### config.mk
export PLATFORM = sky130hd
export DESIGN_NAME = device_table
export DESIGN_NICKNAME = d
export VERILOG_FILES = /design/src/source/soc_bus_pkg.sv /design/src/source/soc_map_pkg.sv /design/src/source/device_table.sv
export SDC_FILE = /design/constraint.sdc
export NUM_CORES = 1
export LEC_CHECK = 0
export ABC_CLOCK_PERIOD_IN_PS = 1300
export BUFFER_PORTS_ARGS = -buffer_cell sky130_fd_sc_hd__clkbuf_2
export CAP_MARGIN = 15
export CORE_MARGIN = 2
export CORE_UTILIZATION = 31
export CTS_CLUSTER_SIZE = 14
export DETAILED_ROUTE_END_ITERATION = 8
export GPL_ROUTABILITY_DRIVEN = 0
export PLACE_DENSITY = 0.75
export SLEW_MARGIN = 20
export SYNTH_ARGS = -nofsm -noshare
export SYNTH_HDL_FRONTEND = slang
export SYNTH_SLANG_ARGS = --single-unit
### constraint.sdc
create_clock -name clk100mhz_i -period 1.3 [get_ports clk100mhz_i]
set_clock_uncertainty 0.15 [all_clocks]
set_input_delay 0.26 -clock clk100mhz_i [delete_from_list [all_inputs] [get_ports clk100mhz_i]]
set_output_delay 0.26 -clock clk100mhz_i [all_outputs]
set_load 0.02 [all_outputs]
### src/source/soc_bus_pkg.sv
// Peripheral bus definitions
// Word, address and select widths, operation codes and the request and response records
package soc_bus_pkg;

	// One bus word
	typedef logic [31:0] data_t;

	// Word address, not byte address
	typedef logic [15:0] addr_t;

	// Byte selects of one word
	typedef logic [3:0] sel_t;

	// Read-write is a swap: old word returned, new word stored
	typedef enum logic [1:0] {
		OP_IDLE  = 2'b00,
		OP_WRITE = 2'b01,
		OP_READ  = 2'b10,
		OP_RDWR  = 2'b11
	} bus_op_e;

	// Held by the master until it sees rdy
	typedef struct packed {
		bus_op_e op;
		addr_t   addr;
		data_t   data;
		sel_t    sel;
	} bus_req_t;

	// Read data is only meaningful while rdy is high
	typedef struct packed {
		data_t data;
		logic  rdy;
	} bus_rsp_t;

endpackage

### src/source/soc_map_pkg.sv
// Address map of the peripheral bus
// Target indices, windows, device descriptions and register offsets
package soc_map_pkg;

	typedef enum logic [2:0] {TGT_RAM, TGT_DEVTBL, TGT_GPIO, TGT_DMA, TGT_INVALID} tgt_e;
	localparam int TGT_COUNT = 5;

	// Windows in words
	localparam soc_bus_pkg::addr_t RAM_BASE    = 16'h0000;
	localparam int                 RAM_WORDS   = 1024;
	localparam soc_bus_pkg::addr_t DEVTBL_BASE = 16'h0400;
	localparam int                 DEVTBL_WORDS = 16;
	localparam soc_bus_pkg::addr_t GPIO_BASE   = 16'h0410;
	localparam int                 GPIO_WORDS  = 4;
	localparam soc_bus_pkg::addr_t DMA_BASE    = 16'h0420;
	localparam int                 DMA_WORDS   = 4;
	localparam int                 INVALID_WORDS = 1024;

	// Device table contents, indexed by tgt_e
	localparam logic [7:0]  TGT_ID      [TGT_COUNT] = '{8'd1, 8'd7, 8'd6, 8'd2, 8'd0};
	localparam logic        TGT_USEINTR [TGT_COUNT] = '{1'b0, 1'b0, 1'b1, 1'b1, 1'b0};
	localparam logic [15:0] TGT_MAPSZ   [TGT_COUNT] = '{16'(RAM_WORDS), 16'(DEVTBL_WORDS),
		16'(GPIO_WORDS), 16'(DMA_WORDS), 16'(INVALID_WORDS)};

	// Software reset register inside the device table
	localparam int DEVTBL_RST_OFS = 15;

	// DMA register window
	localparam int DMA_SRC_OFS    = 0;
	localparam int DMA_DST_OFS    = 1;
	localparam int DMA_COUNT_OFS  = 2;
	localparam int DMA_STATUS_OFS = 3;

endpackage

### src/source/device_table.sv
// Device table
// Read-only description of every bus target, plus the software reset register
`timescale 1ns/10ps

module device_table (
	input  logic                  clk100mhz_i,
	input  logic                  sys_rst_i,
	input  soc_bus_pkg::bus_req_t req_i,
	output soc_bus_pkg::bus_rsp_t rsp_o,
	output logic                  warm_rst_o,
	output logic                  pwroff_o
);

	logic [1:0]         rst_reg;
	logic               rdy_q;
	logic               act;
	soc_bus_pkg::data_t rd_data;
	soc_bus_pkg::data_t data_q;

	assign act = (req_i.op != soc_bus_pkg::OP_IDLE) && !rdy_q;

	// Map size in 31:16, interrupt use in 8, id in 7:0
	always_comb begin
		rd_data = '0;
		if (req_i.addr < soc_map_pkg::TGT_COUNT)
			rd_data = {soc_map_pkg::TGT_MAPSZ[req_i.addr[2:0]], 7'b0,
				soc_map_pkg::TGT_USEINTR[req_i.addr[2:0]], soc_map_pkg::TGT_ID[req_i.addr[2:0]]};
		else if (req_i.addr == soc_map_pkg::DEVTBL_RST_OFS)
			rd_data = {30'b0, rst_reg};
	end

	always_ff @(posedge clk100mhz_i) begin
		if (sys_rst_i) begin
			rdy_q   <= 1'b0;
			rst_reg <= 2'b00;
		end else begin
			rdy_q <= act;
			if (act && req_i.op != soc_bus_pkg::OP_READ && req_i.sel[0] &&
				req_i.addr == soc_map_pkg::DEVTBL_RST_OFS)
				rst_reg <= req_i.data[1:0];
		end
	end

	always_ff @(posedge clk100mhz_i) begin
		if (act)
			data_q <= rd_data;
	end

	assign rsp_o = '{data: data_q, rdy: rdy_q};

	// Both bits set is the old cold reset, which does nothing here
	assign warm_rst_o = rst_reg == 2'b10;
	assign pwroff_o   = rst_reg == 2'b01;

endmodule

==> results of run 1 <==
[worst min path at each step]
| stage | startpoint | end | slack (ns) | cells after the start |
|---|---|---|---|---|
| floorplan | sys_rst_i | rdy_q | 0.19 | 1 |
| global placement | rdy_q | rdy_q | 0.32 | 1 |
| detailed placement | rdy_q | rdy_q | 0.33 | 1 |
| CTS | sys_rst_i | rdy_q | 0.06 | 2 |
| global route | sys_rst_i | rdy_q | 0.06 | 2 |
| finish | sys_rst_i | rdy_q | 0.05 | 2 |
[cell usage after synthesis]
master / number / share of area (%)
sky130_fd_sc_hd__mux2i_1: 2 / 2.8
sky130_fd_sc_hd__and3_4: 1 / 1.6
sky130_fd_sc_hd__nand4_4: 1 / 3.0
sky130_fd_sc_hd__a21oi_1: 1 / 0.71
sky130_fd_sc_hd__nand3_1: 1 / 0.71
sky130_fd_sc_hd__a22oi_1: 1 / 1.1
sky130_fd_sc_hd__inv_1: 2 / 1.1
sky130_fd_sc_hd__ha_1: 3 / 5.3
sky130_fd_sc_hd__conb_1: 1 / 0.53
sky130_fd_sc_hd__and3_1: 1 / 0.88
sky130_fd_sc_hd__and3_2: 3 / 3.2
sky130_fd_sc_hd__nor2b_1: 3 / 2.7
sky130_fd_sc_hd__nand2b_1: 4 / 3.5
sky130_fd_sc_hd__buf_4: 27 / 29
sky130_fd_sc_hd__edfxtp_1: 6 / 25
sky130_fd_sc_hd__nor3_1: 2 / 1.4
sky130_fd_sc_hd__nor4_2: 3 / 5.3
sky130_fd_sc_hd__nor3b_1: 1 / 1.1
sky130_fd_sc_hd__nor2_1: 5 / 2.7
sky130_fd_sc_hd__dfxtp_1: 3 / 8.5
[cell type report]
class / instances / area share (%)
multi-input combinational: 57 / 40.8
sequential: 9 / 28.0
timing repair buffer: 36 / 23.3
tap: 28 / 4.02
clock buffer: 4 / 3.02
inverter: 2 / 0.862
[where the power goes]
part           switching (µW)  internal [µW]  leakage (µW)
sequential               6.41            321     0.0000882
combinational             130           51.9      0.000360
clock                     102            118     0.0000150
total                     238            492      0.000463
[cells by family after synthesis]
family | Yosys count | synth area share (%)
muxes | 2 | 2.83
adders and majority gates | 3 | 5.30
DFF | 9 | 33.9
and+or+nand+nor | 25 | 26.0
buffers and inverters | 29 | 29.7
AOI/OAI and AO/OA | 2 | 1.77
other | 1 | 0.530
[metrics by stage]
step / utilization [%] / setup slack, ns / total power, µW / hold slack, ns / cell area [µm²]
floorplan: - / 0.0345 / 509 / 0.187 / 798
global placement: 36.8 / -0.118 / 509 / 0.322 / 806
detailed placement: 36.8 / -0.168 / 512 / 0.331 / 806
CTS: 39.0 / -0.0221 / 729 / 0.0569 / 855
global route: 39.7 / -0.0620 / 761 / 0.0625 / 871
finish: 39.7 / -0.0261 / 730 / 0.0527 / 871
[per-layer routing]
metal | vias up | wire (µm) | global-route usage (%)
met4 | 0 | 23 | 6.58
met1 | 243 | 502 | 10.3
met5 | - | 0 | 0
met3 | 4 | 151 | 2.01
met2 | 43 | 622 | 16.2
li1 | 263 | - | -
[repair_timing]
item / in CTS / in global routing
pin swaps: 0 / 0
buffers inserted: 2 / 0
resized for setup: 4 / 8
hold buffers: 0 / 0
endpoints found under the setup margin: 2 / 8
==> qor.tcl, run 1 <==
set qor(grt_first_pass_wirelength_mm) 1.86
set qor(worstRegToRegCells) 1
set qor(layout.cells.most_common_list) {sky130_fd_sc_hd__clkbuf_2, sky130_fd_sc_hd__conb_1, sky130_fd_sc_hd__edfxtp_1}
set qor(antenna_cells) 0
set qor(initialDrtViolationCount) 12
set qor(clock_tree.buffer_depth) 2
set qor(final-seq-area_um2) 244
set qor(critical_path.endpoint) {warm_rst_o}
set qor(clk_pin_slew_worst_paths_ns) 0.07
set qor(synthesis.area_per_instance_um2) 9.97
set qor(synth.lib_cells_used.distinct) 20
set qor(post_route_cells_drive_above_1_share_pct) 49.1
set qor(post-place-cells) 130
set qor(critical_path_cell_count) 2
set qor(cts_htree_levels) 1
set qor(arrival_ns) 0.92
set qor(timing.critical_path.from_type) {flip-flop}
set qor(vdd.ir_drop.worst_uv) 300
set qor(crit_slowest_cell) {sky130_fd_sc_hd__dfxtp_2}
set qor(min_period_over_period_pct) 102
set qor(commonest_non_fill_non_tap_cell_in_the_layout) {sky130_fd_sc_hd__clkbuf_2}
set qor(ff2ff_setup_slack_ns) 0.20
set qor(multiInputGateArea_um2) 355
set qor(layoutNonFillerInstCount) 136
set qor(synth.yosys.seq_area_share_pct) 33.9
set qor(crit_path_end_kind) {primary output}
set qor(slew_violations) 0
set qor(firstDrtPassIters) 4
set qor(first_global_vias) 472
set qor(final_nets) 168
set qor(grt_max_degree) 7
set qor(die_width_um) 51.8
set qor(unrepaired_setup_endpoints_after_global_routing) {true}
set qor(rr_startpoint) {rdy_q}
set qor(final.setup.worst_slack_ns) -0.0261
set qor(grt_antenna_before_repair) 0
set qor(max_cap_viols) 0
set qor(netlist_area_um2) 708
set qor(critPathBufInv) 1
set qor(route.antenna.remaining_nets) 0
set qor(track_usage_pct) 9.47
set qor(core_area_mm2) 0.00219
set qor(cts-buffers-inserted) 3
set qor(clock_latency_ns) 0.27
set qor(leakagePower_uw) 0.000463
set qor(critical_path.max_stage_delay_ns) 0.35
set qor(num_io_pins) 91
set qor(core.rowCount) 17
set qor(yosysWarningCount) 0
set qor(hpwl_mm) 1.09
set qor(buffer_ports.inserted) 32
set qor(fmax_achieved_ghz) 0.754
set qor(gr-total-overflow) 0
set qor(cts_tree) {built}
set qor(critical-path-top-delay-family) {flip-flops}
set qor(die_area_mm2) 0.00268
set qor(setup_violations) 1
set qor(start_util_pct) 32.3
set qor(final_hold_viol_count) 0
set qor(final.min_clock_period_ns) 1.33
set qor(crit_required_ns) 0.89
set qor(clock_tree_root_driver_cell) {sky130_fd_sc_hd__clkbuf_4}
set qor(drcViolationCount) 0
set qor(final.setup.tns_ns) -0.0261
set qor(yosys_register_bits) 9
set qor(reg2reg_to) {data_q[20]}
set qor(per_cell_via_count_in_the_routed_design) 4.07
set qor(via_count) 553
set qor(worstSetupPathType) {reg -> out}
set qor(syn_to_final_growth_pct) 23.0
set qor(power-per-cell-area_mw_per_mm2) 838
set qor(cts.sink_count) 9
set qor(worst-path-max-fanout) 3
set qor(synth_cells) 71
set qor(violations_in_the_final_reports) {setup timing}
set qor(drt-total-wl_mm) 1.30
set qor(number_of_flip_flops_in_the_largest_register) 6
set qor(min-delay-path-class) {in -> reg}
set qor(die_height_um) 51.8
set qor(crit_path_start) {rst_reg[1]}
set qor(avgRoutedWirePerCell_um) 9.56
set qor(status) {finished with violations}
set qor(fill_count) 229
set qor(path_cells) {nor2b_2 > buf_6}
Power figures use the tool's default switching activity.
==> inputs of run 2 (changes only) <==
--- a/config.mk
+++ b/config.mk
@@ -5,15 +5,17 @@
 export SDC_FILE = /design/constraint.sdc
 export NUM_CORES = 1
 export LEC_CHECK = 0
+export ABC_AREA = 1
 export ABC_CLOCK_PERIOD_IN_PS = 1300
 export BUFFER_PORTS_ARGS = -buffer_cell sky130_fd_sc_hd__clkbuf_2
 export CAP_MARGIN = 15
 export CORE_MARGIN = 2
-export CORE_UTILIZATION = 31
+export CORE_UTILIZATION = 32
+export CTS_BUF_LIST = sky130_fd_sc_hd__clkbuf_16
 export CTS_CLUSTER_SIZE = 14
 export DETAILED_ROUTE_END_ITERATION = 8
 export GPL_ROUTABILITY_DRIVEN = 0
-export PLACE_DENSITY = 0.75
+export PLACE_DENSITY = 0.76
 export SLEW_MARGIN = 20
 export SYNTH_ARGS = -nofsm -noshare
 export SYNTH_HDL_FRONTEND = slang
==> qor.tcl, run 2 <==
set qor(via_count) 636 ;# was 553
set qor(buffer_ports.inserted) 32 ;# unchanged
set qor(cts.sink_count) 9 ;# unchanged
set qor(worst-path-max-fanout) 3 ;# unchanged
set qor(min_period_over_period_pct) 100 ;# was 102%
set qor(finalCoreUtilization_pct) 43.0 ;# was 39.7%
set qor(commonest_non_fill_non_tap_cell_in_the_layout) {sky130_fd_sc_hd__clkbuf_2} ;# unchanged
set qor(yosys_top_cell_area_share_pct) 27.9 ;# was 28.6%
set qor(drcViolationCount) 0 ;# unchanged
set qor(core.rowCount) 17 ;# unchanged
set qor(worstSetupPathType) {reg -> out} ;# unchanged
set qor(slew_violations) 0 ;# unchanged
set qor(switching_power_uw) 268 ;# was 238 µW
set qor(synth-async-reset-ratio_pct) 0 ;# unchanged
set qor(status) {complete, no violations} ;# was finished with violations
set qor(whs_ns) 0.0524 ;# was 0.0527 ns
set qor(final.min_clock_period_ns) 1.30 ;# was 1.33 ns
set qor(power.share.clock_pct) 50.9 ;# was 30.2%
set qor(synthesis.area_per_instance_um2) 7.82 ;# was 9.97 µm²
set qor(final_hold_viol_count) 0 ;# unchanged
set qor(first_global_vias) 569 ;# was 472
set qor(comb_power_share_pct) 17.7 ;# was 24.9%
set qor(clock_latency_ns) 0.23 ;# was 0.27 ns
set qor(number_of_flip_flops_in_the_largest_register) 6 ;# unchanged
set qor(clock_tree_root_driver_cell) {sky130_fd_sc_hd__clkbuf_16} ;# was sky130_fd_sc_hd__clkbuf_4
set qor(drt-total-wl_mm) 1.40 ;# was 1.30 mm
set qor(num_io_pins) 91 ;# unchanged
set qor(die_area_mm2) 0.00267 ;# was 0.00268 mm²
set qor(critical_path.max_stage_delay_ns) 0.34 ;# was 0.35 ns
set qor(synth.yosys.seq_area_share_pct) 33.0 ;# was 33.9%
set qor(initialDrtViolationCount) 3 ;# was 12
set qor(post_route_cells_drive_above_1_share_pct) 35.4 ;# was 49.1%
set qor(synth.largest_area_cell) {sky130_fd_sc_hd__buf_4} ;# unchanged
set qor(final_nets) 190 ;# was 168
set qor(track_usage_pct) 11.5 ;# was 9.47%
set qor(most_instantiated_library_cell_after_synthesis) {sky130_fd_sc_hd__buf_4} ;# unchanged
set qor(cts-buffers-inserted) 3 ;# unchanged
set qor(netlist_area_um2) 727 ;# was 708 µm²
set qor(yosysWarningCount) 0 ;# unchanged
set qor(synth_ff_type) {sky130_fd_sc_hd__edfxtp_1} ;# unchanged
set qor(antenna_cells) 0 ;# unchanged
set qor(crit_required_ns) 0.89 ;# about the same
set qor(netSwitchingFraction_pct) 25.6 ;# was 32.6%
set qor(firstDrtPassIters) 4 ;# unchanged
set qor(synth.lib_cells_used.distinct) 19 ;# was 20
set qor(fill_count) 237 ;# was 229
set qor(start_util_pct) 33.5 ;# was 32.3%
set qor(yosys_register_bits) 9 ;# unchanged
set qor(core_area_mm2) 0.00217 ;# was 0.00219 mm²
set qor(leakagePower_uw) 0.000513 ;# was 0.000463 µW
set qor(grt_max_degree) 8 ;# was 7
set qor(power_frac_seq_pct) 31.4 ;# was 44.9%
set qor(internal_power_uw) 778 ;# was 492 µW
set qor(fmax_achieved_ghz) 0.770 ;# was 0.754 GHz
set qor(postCtsSetupBuffers) 0 ;# was 2
set qor(synth_enable_flop_cells) 6 ;# unchanged
set qor(synth_cells) 93 ;# was 71
set qor(per_cell_via_count_in_the_routed_design) 4.03 ;# was 4.07
set qor(grt_first_pass_wirelength_mm) 2.24 ;# was 1.86 mm
set qor(die_height_um) 51.7 ;# was 51.8 µm
set qor(clk_pin_slew_worst_paths_ns) 0.04 ;# was 0.07 ns
set qor(cts_htree_levels) 1 ;# unchanged
set qor(setup_violations) 0 ;# was 1
set qor(layout.cells.most_common_list) {sky130_fd_sc_hd__clkbuf_2, sky130_fd_sc_hd__conb_1, sky130_fd_sc_hd__inv_1} ;# was sky130_fd_sc_hd__clkbuf_2, sky130_fd_sc_hd__conb_1, sky130_fd_sc_hd__edfxtp_1
set qor(cts_tree) {built} ;# unchanged
set qor(crit_path_end_kind) {primary output} ;# unchanged
set qor(crit_slowest_cell) {sky130_fd_sc_hd__dfxtp_1} ;# was sky130_fd_sc_hd__dfxtp_2
set qor(power-per-cell-area_mw_per_mm2) 1120 ;# was 838 mW/mm²
set qor(route.antenna.remaining_nets) 0 ;# unchanged
set qor(syn_to_final_growth_pct) 28.4 ;# was 23.0%
set qor(path_cells) {inv_1 > nor2_2 > buf_6} ;# was nor2b_2 > buf_6
set qor(synth_commonest_cells) {sky130_fd_sc_hd__buf_4, sky130_fd_sc_hd__nor2_1, sky130_fd_sc_hd__inv_1} ;# was sky130_fd_sc_hd__buf_4, sky130_fd_sc_hd__edfxtp_1, sky130_fd_sc_hd__nor2_1
set qor(gr-total-overflow) 0 ;# unchanged
set qor(avgRoutedWirePerCell_um) 8.88 ;# was 9.56 µm
set qor(cts_hold_buf) 0 ;# unchanged
set qor(hpwl_mm) 1.17 ;# was 1.09 mm
set qor(die_width_um) 51.7 ;# was 51.8 µm
set qor(timing.critical_path.from_type) {flip-flop} ;# unchanged
set qor(ys_top_cells_by_area) {sky130_fd_sc_hd__buf_4, sky130_fd_sc_hd__edfxtp_1, sky130_fd_sc_hd__dfxtp_1} ;# unchanged
set qor(min-delay-path-class) {in -> reg} ;# unchanged
set qor(grt_antenna_before_repair) 0 ;# unchanged
set qor(unrepaired_setup_endpoints_after_global_routing) {true} ;# unchanged
set qor(vdd.ir_drop.worst_uv) 736 ;# was 300 µV
set qor(max_cap_viols) 0 ;# unchanged
set qor(arrival_ns) 0.89 ;# was 0.92 ns
set qor(clock_tree.buffer_depth) 2 ;# unchanged
-- run 2: layer usage --
layer / track usage [%] / wire, µm / vias to the layer above
met1: 10.3 / 458 / 292
met3: 2.01 / 118 / 4
met5: 0 / 0 / -
met4: 9.65 / 42 / 0
met2: 21.8 / 783 / 32
li1: - / - / 308
-- run 2: repair_timing --
action / CTS / global route
pin swaps: 0 / 1
cloned: 0 / 0
endpoints found under the setup margin: 1 / 7
endpoints found under the hold margin: 0 / 0
gates resized for setup: 1 / 7
-- run 2: worst paths after layout --
| check | startpoint | endpoint | slack [ns] | depth (start not counted) |
|---|---|---|---|---|
| min reg2reg | rdy_q | rdy_q | 0.33 | 1 |
| min | sys_rst_i | rdy_q | 0.05 | 2 |
| max reg2reg | rdy_q | data_q[1] | 0.07 | 1 |
| max | rst_reg[1] | warm_rst_o | 0.0006 | 3 |
-- run 2: cell families after synthesis --
group                    share of synthesized area [%]
AND/OR/NAND/NOR                                   22.9
AO/OA/AOI/OAI                                     3.27
other                                            0.516
buffers and inverters                             35.1
adder cells (fa/ha/maj)                           5.16
flip-flops                                        33.0
-- run 2: area by class of cell --
class	count	area [µm²]	share of cell area [%]
Sequential cell	9	241	25.9
Inverter	14	52.6	5.63
Timing Repair Buffer	36	199	21.3
Multi-Input combinational cell	67	327	35.0
Clock inverter	1	3.75	0.402
Tap cell	28	35.0	3.75
Clock buffer	3	75.1	8.04
-- run 2: through the flow --
stage	setup TNS (ns)	instances	setup slack [ns]	area (µm²)	power (µW)
after global routing	-0.101	158	-0.0523	933	1100
after floorplan	0	117	0.0694	817	514
final	0	158	0.000610	933	1050
after detailed placement	-1.14	154	-0.190	840	517
after CTS	0	158	0.00220	921	1060
after global placement	-0.475	154	-0.112	840	512
-- run 2: power by group through the flow --
stage          Clock, µW  Combinational [µW]  Sequential (µW)
6_report             532                 185              328
5_1_grt              563                 203              329
4_1_cts              542                 185              329
3_5_place_dp           0                 184              333
3_3_place_gp           0                 180              332
2_1_floorplan          0                 165              349
-- run 2: worst max-delay path, delay by kind of cell (launching register included) --
| kind | cells | cell delay, ns |
|---|---|---|
| flops | 1 | 0.34 |
| simple gates | 1 | 0.10 |
| buf+inv | 2 | 0.21 |
==> inputs of run 3 (changes only) <==
--- a/config.mk
+++ b/config.mk
@@ -16,6 +16,7 @@
 export DETAILED_ROUTE_END_ITERATION = 8
 export GPL_ROUTABILITY_DRIVEN = 0
 export PLACE_DENSITY = 0.76
+export SETUP_SLACK_MARGIN = 0.15
 export SLEW_MARGIN = 20
 export SYNTH_ARGS = -nofsm -noshare
 export SYNTH_HDL_FRONTEND = slang
==> qor.tcl, run 3 (synthesis gave the netlist of run 2 again) <==
set qor(route.antenna.remaining_nets) 0 ;# unchanged
set qor(internal_power_uw) 813 ;# was 778 µW
set qor(power.share.clock_pct) 49.1 ;# was 50.9%
set qor(post_route_cells_drive_above_1_share_pct) 51.9 ;# was 35.4%
set qor(clk_pin_slew_worst_paths_ns) 0.04 ;# about the same
set qor(rr_startpoint) {rdy_q} ;# unchanged
set qor(arrival_ns) 0.86 ;# was 0.89 ns
set qor(worst-path-max-fanout) 2 ;# was 3
set qor(per_cell_via_count_in_the_routed_design) 4.06 ;# was 4.03
set qor(power-per-cell-area_mw_per_mm2) 969 ;# was 1120 mW/mm²
set qor(crit_slowest_cell) {sky130_fd_sc_hd__dfxtp_2} ;# was sky130_fd_sc_hd__dfxtp_1
set qor(vdd.ir_drop.worst_uv) 711 ;# was 736 µV
set qor(comb_power_share_pct) 21.0 ;# was 17.7%
set qor(critPathBufInv) 2 ;# unchanged
set qor(slew_violations) 0 ;# unchanged
set qor(firstDrtPassIters) 4 ;# unchanged
set qor(initialDrtViolationCount) 4 ;# was 3
set qor(ff2ff_setup_slack_ns) 0.17 ;# was 0.07 ns
set qor(finalCoreUtilization_pct) 52.7 ;# was 43.0%
set qor(start_util_pct) 33.5 ;# unchanged
set qor(num_io_pins) 91 ;# unchanged
set qor(clock_latency_ns) 0.24 ;# was 0.23 ns
set qor(track_usage_pct) 11.7 ;# was 11.5%
set qor(path_cells) {inv_2 > nor2_2 > buf_6} ;# was inv_1 > nor2_2 > buf_6
set qor(reg2reg_to) {rst_reg[0]} ;# was data_q[1]
set qor(final_nets) 195 ;# was 190
set qor(die_width_um) 51.7 ;# unchanged
set qor(whs_ns) 0.0344 ;# was 0.0524 ns
set qor(drcViolationCount) 0 ;# unchanged
set qor(critical-path-top-delay-family) {flip-flops} ;# unchanged
set qor(buffer_ports.inserted) 32 ;# unchanged
set qor(min-delay-path-class) {in -> reg} ;# unchanged
set qor(final.setup.worst_slack_ns) 0.0323 ;# was 0.000610 ns
set qor(grt_max_degree) 8 ;# unchanged
set qor(cts_hold_buf) 0 ;# unchanged
set qor(layout.cells.most_common_list) {sky130_fd_sc_hd__conb_1, sky130_fd_sc_hd__clkbuf_2, sky130_fd_sc_hd__inv_1} ;# was sky130_fd_sc_hd__clkbuf_2, sky130_fd_sc_hd__conb_1, sky130_fd_sc_hd__inv_1
set qor(first_global_vias) 553 ;# was 569
set qor(hpwl_mm) 1.13 ;# was 1.17 mm
set qor(final.setup.tns_ns) 0 ;# unchanged
set qor(hold_path_end) {rdy_q} ;# unchanged
set qor(syn_to_final_growth_pct) 57.1 ;# was 28.4%
set qor(grt_antenna_before_repair) 0 ;# unchanged
set qor(critical_path.max_stage_delay_ns) 0.34 ;# about the same
set qor(drt-total-wl_mm) 1.47 ;# was 1.40 mm
set qor(core_area_mm2) 0.00217 ;# unchanged
set qor(setup_violations) 0 ;# unchanged
set qor(via_count) 661 ;# was 636
set qor(unrepaired_setup_endpoints_after_global_routing) {true} ;# unchanged
set qor(pre_cts_slack_ns) -0.265 ;# was -0.190 ns
set qor(crit_required_ns) 0.89 ;# about the same
set qor(crit_path_end_kind) {primary output} ;# unchanged
set qor(power_frac_seq_pct) 29.9 ;# was 31.4%
set qor(cts-buffers-inserted) 3 ;# unchanged
set qor(worstSetupPathType) {reg -> out} ;# unchanged
set qor(cts_htree_levels) 1 ;# unchanged
set qor(min_period_over_period_pct) 97.5 ;# was 100%
set qor(netSwitchingFraction_pct) 26.6 ;# was 25.6%
set qor(leakagePower_uw) 0.000559 ;# was 0.000513 µW
set qor(timing.hold.worst_path_depth) 2 ;# unchanged
set qor(avgRoutedWirePerCell_um) 9.02 ;# was 8.88 µm
set qor(antenna_cells) 0 ;# unchanged
set qor(hold_start) {sys_rst_i} ;# unchanged
set qor(grt_first_pass_wirelength_mm) 2.21 ;# was 2.24 mm
set qor(fmax_achieved_ghz) 0.789 ;# was 0.770 GHz
set qor(cts_tree) {built} ;# unchanged
set qor(max_cap_viols) 0 ;# unchanged
set qor(clock_tree_root_driver_cell) {sky130_fd_sc_hd__clkbuf_16} ;# unchanged
set qor(final.min_clock_period_ns) 1.27 ;# was 1.30 ns
set qor(die_area_mm2) 0.00267 ;# unchanged
set qor(final_hold_viol_count) 0 ;# unchanged
set qor(worstRegToRegCells) 5 ;# was 1
set qor(crit_path_start) {rst_reg[0]} ;# was rst_reg[1]
set qor(core.rowCount) 17 ;# unchanged
set qor(number_of_flip_flops_in_the_largest_register) 6 ;# unchanged
set qor(die_height_um) 51.7 ;# unchanged
set qor(timing.critical_path.from_type) {flip-flop} ;# unchanged
set qor(gr-total-overflow) 0 ;# unchanged
set qor(commonest_non_fill_non_tap_cell_in_the_layout) {sky130_fd_sc_hd__conb_1} ;# was sky130_fd_sc_hd__clkbuf_2
set qor(switching_power_uw) 295 ;# was 268 µW
set qor(power_uw) 1110 ;# was 1050 µW
set qor(clock_tree.buffer_depth) 2 ;# unchanged
set qor(status) {complete, no violations} ;# unchanged
set qor(cts.sink_count) 9 ;# unchanged
[run 3: cell count changes in the layout (fill, tap and decap cells not counted), sizes merged]
cell,before,now
buf,6,21
clkbuf,33,23
[run 3: through the flow]
| step | area [µm²] | std cells |
|---|---|---|
| global placement | 867 | 154 |
| floorplan | 845 | 117 |
| CTS | 985 | 159 |
| global route | 1140 | 163 |
| detailed placement | 867 | 154 |
| finish | 1140 | 163 |
[run 3: final cells by class]
type	instances	area, µm²
Fill cell	186	1030
Multi-Input combinational cell	67	408
Timing Repair Buffer	41	307
Sequential cell	9	246
Clock buffer	3	75.1
Inverter	14	67.6
Tap cell	28	35.0
Clock inverter	1	3.75
[run 3: repair_timing]
| action | CTS | global route |
|---|---|---|
| endpoints found under the setup margin | 24 | 17 |
| gates resized for setup | 12 | 47 |
| buffers inserted | 1 | 4 |
| pin swaps | 1 | 13 |
[run 3: per-layer routing]
metal,track usage (%),up-vias,wire length [µm]
met5,0,-,0
met4,11.0,0,49
met3,2.59,5,147
met2,21.6,40,843
met1,10.4,294,431
li1,-,322,-
[run 3: how the worst max path moves through the flow]
| stage | to | slack [ns] | cells past startpoint |
|---|---|---|---|
| global route | pwroff_o | -0.002 | 3 |
| CTS | warm_rst_o | 0.01 | 3 |
| finish | pwroff_o | 0.03 | 3 |
| floorplan | data_q[0] | 0.13 | 6 |
| global placement | data_q[0] | -0.15 | 6 |
| detailed placement | data_q[1] | -0.27 | 6 |
[run 3: power groups by stage]
stage / clock network, µW / logic, µW / registers, µW
after floorplan: 0 / 171 / 349
after global placement: 0 / 189 / 332
after detailed placement: 0 / 194 / 333
after CTS: 540 / 202 / 330
after global routing: 575 / 253 / 332
final: 544 / 232 / 331
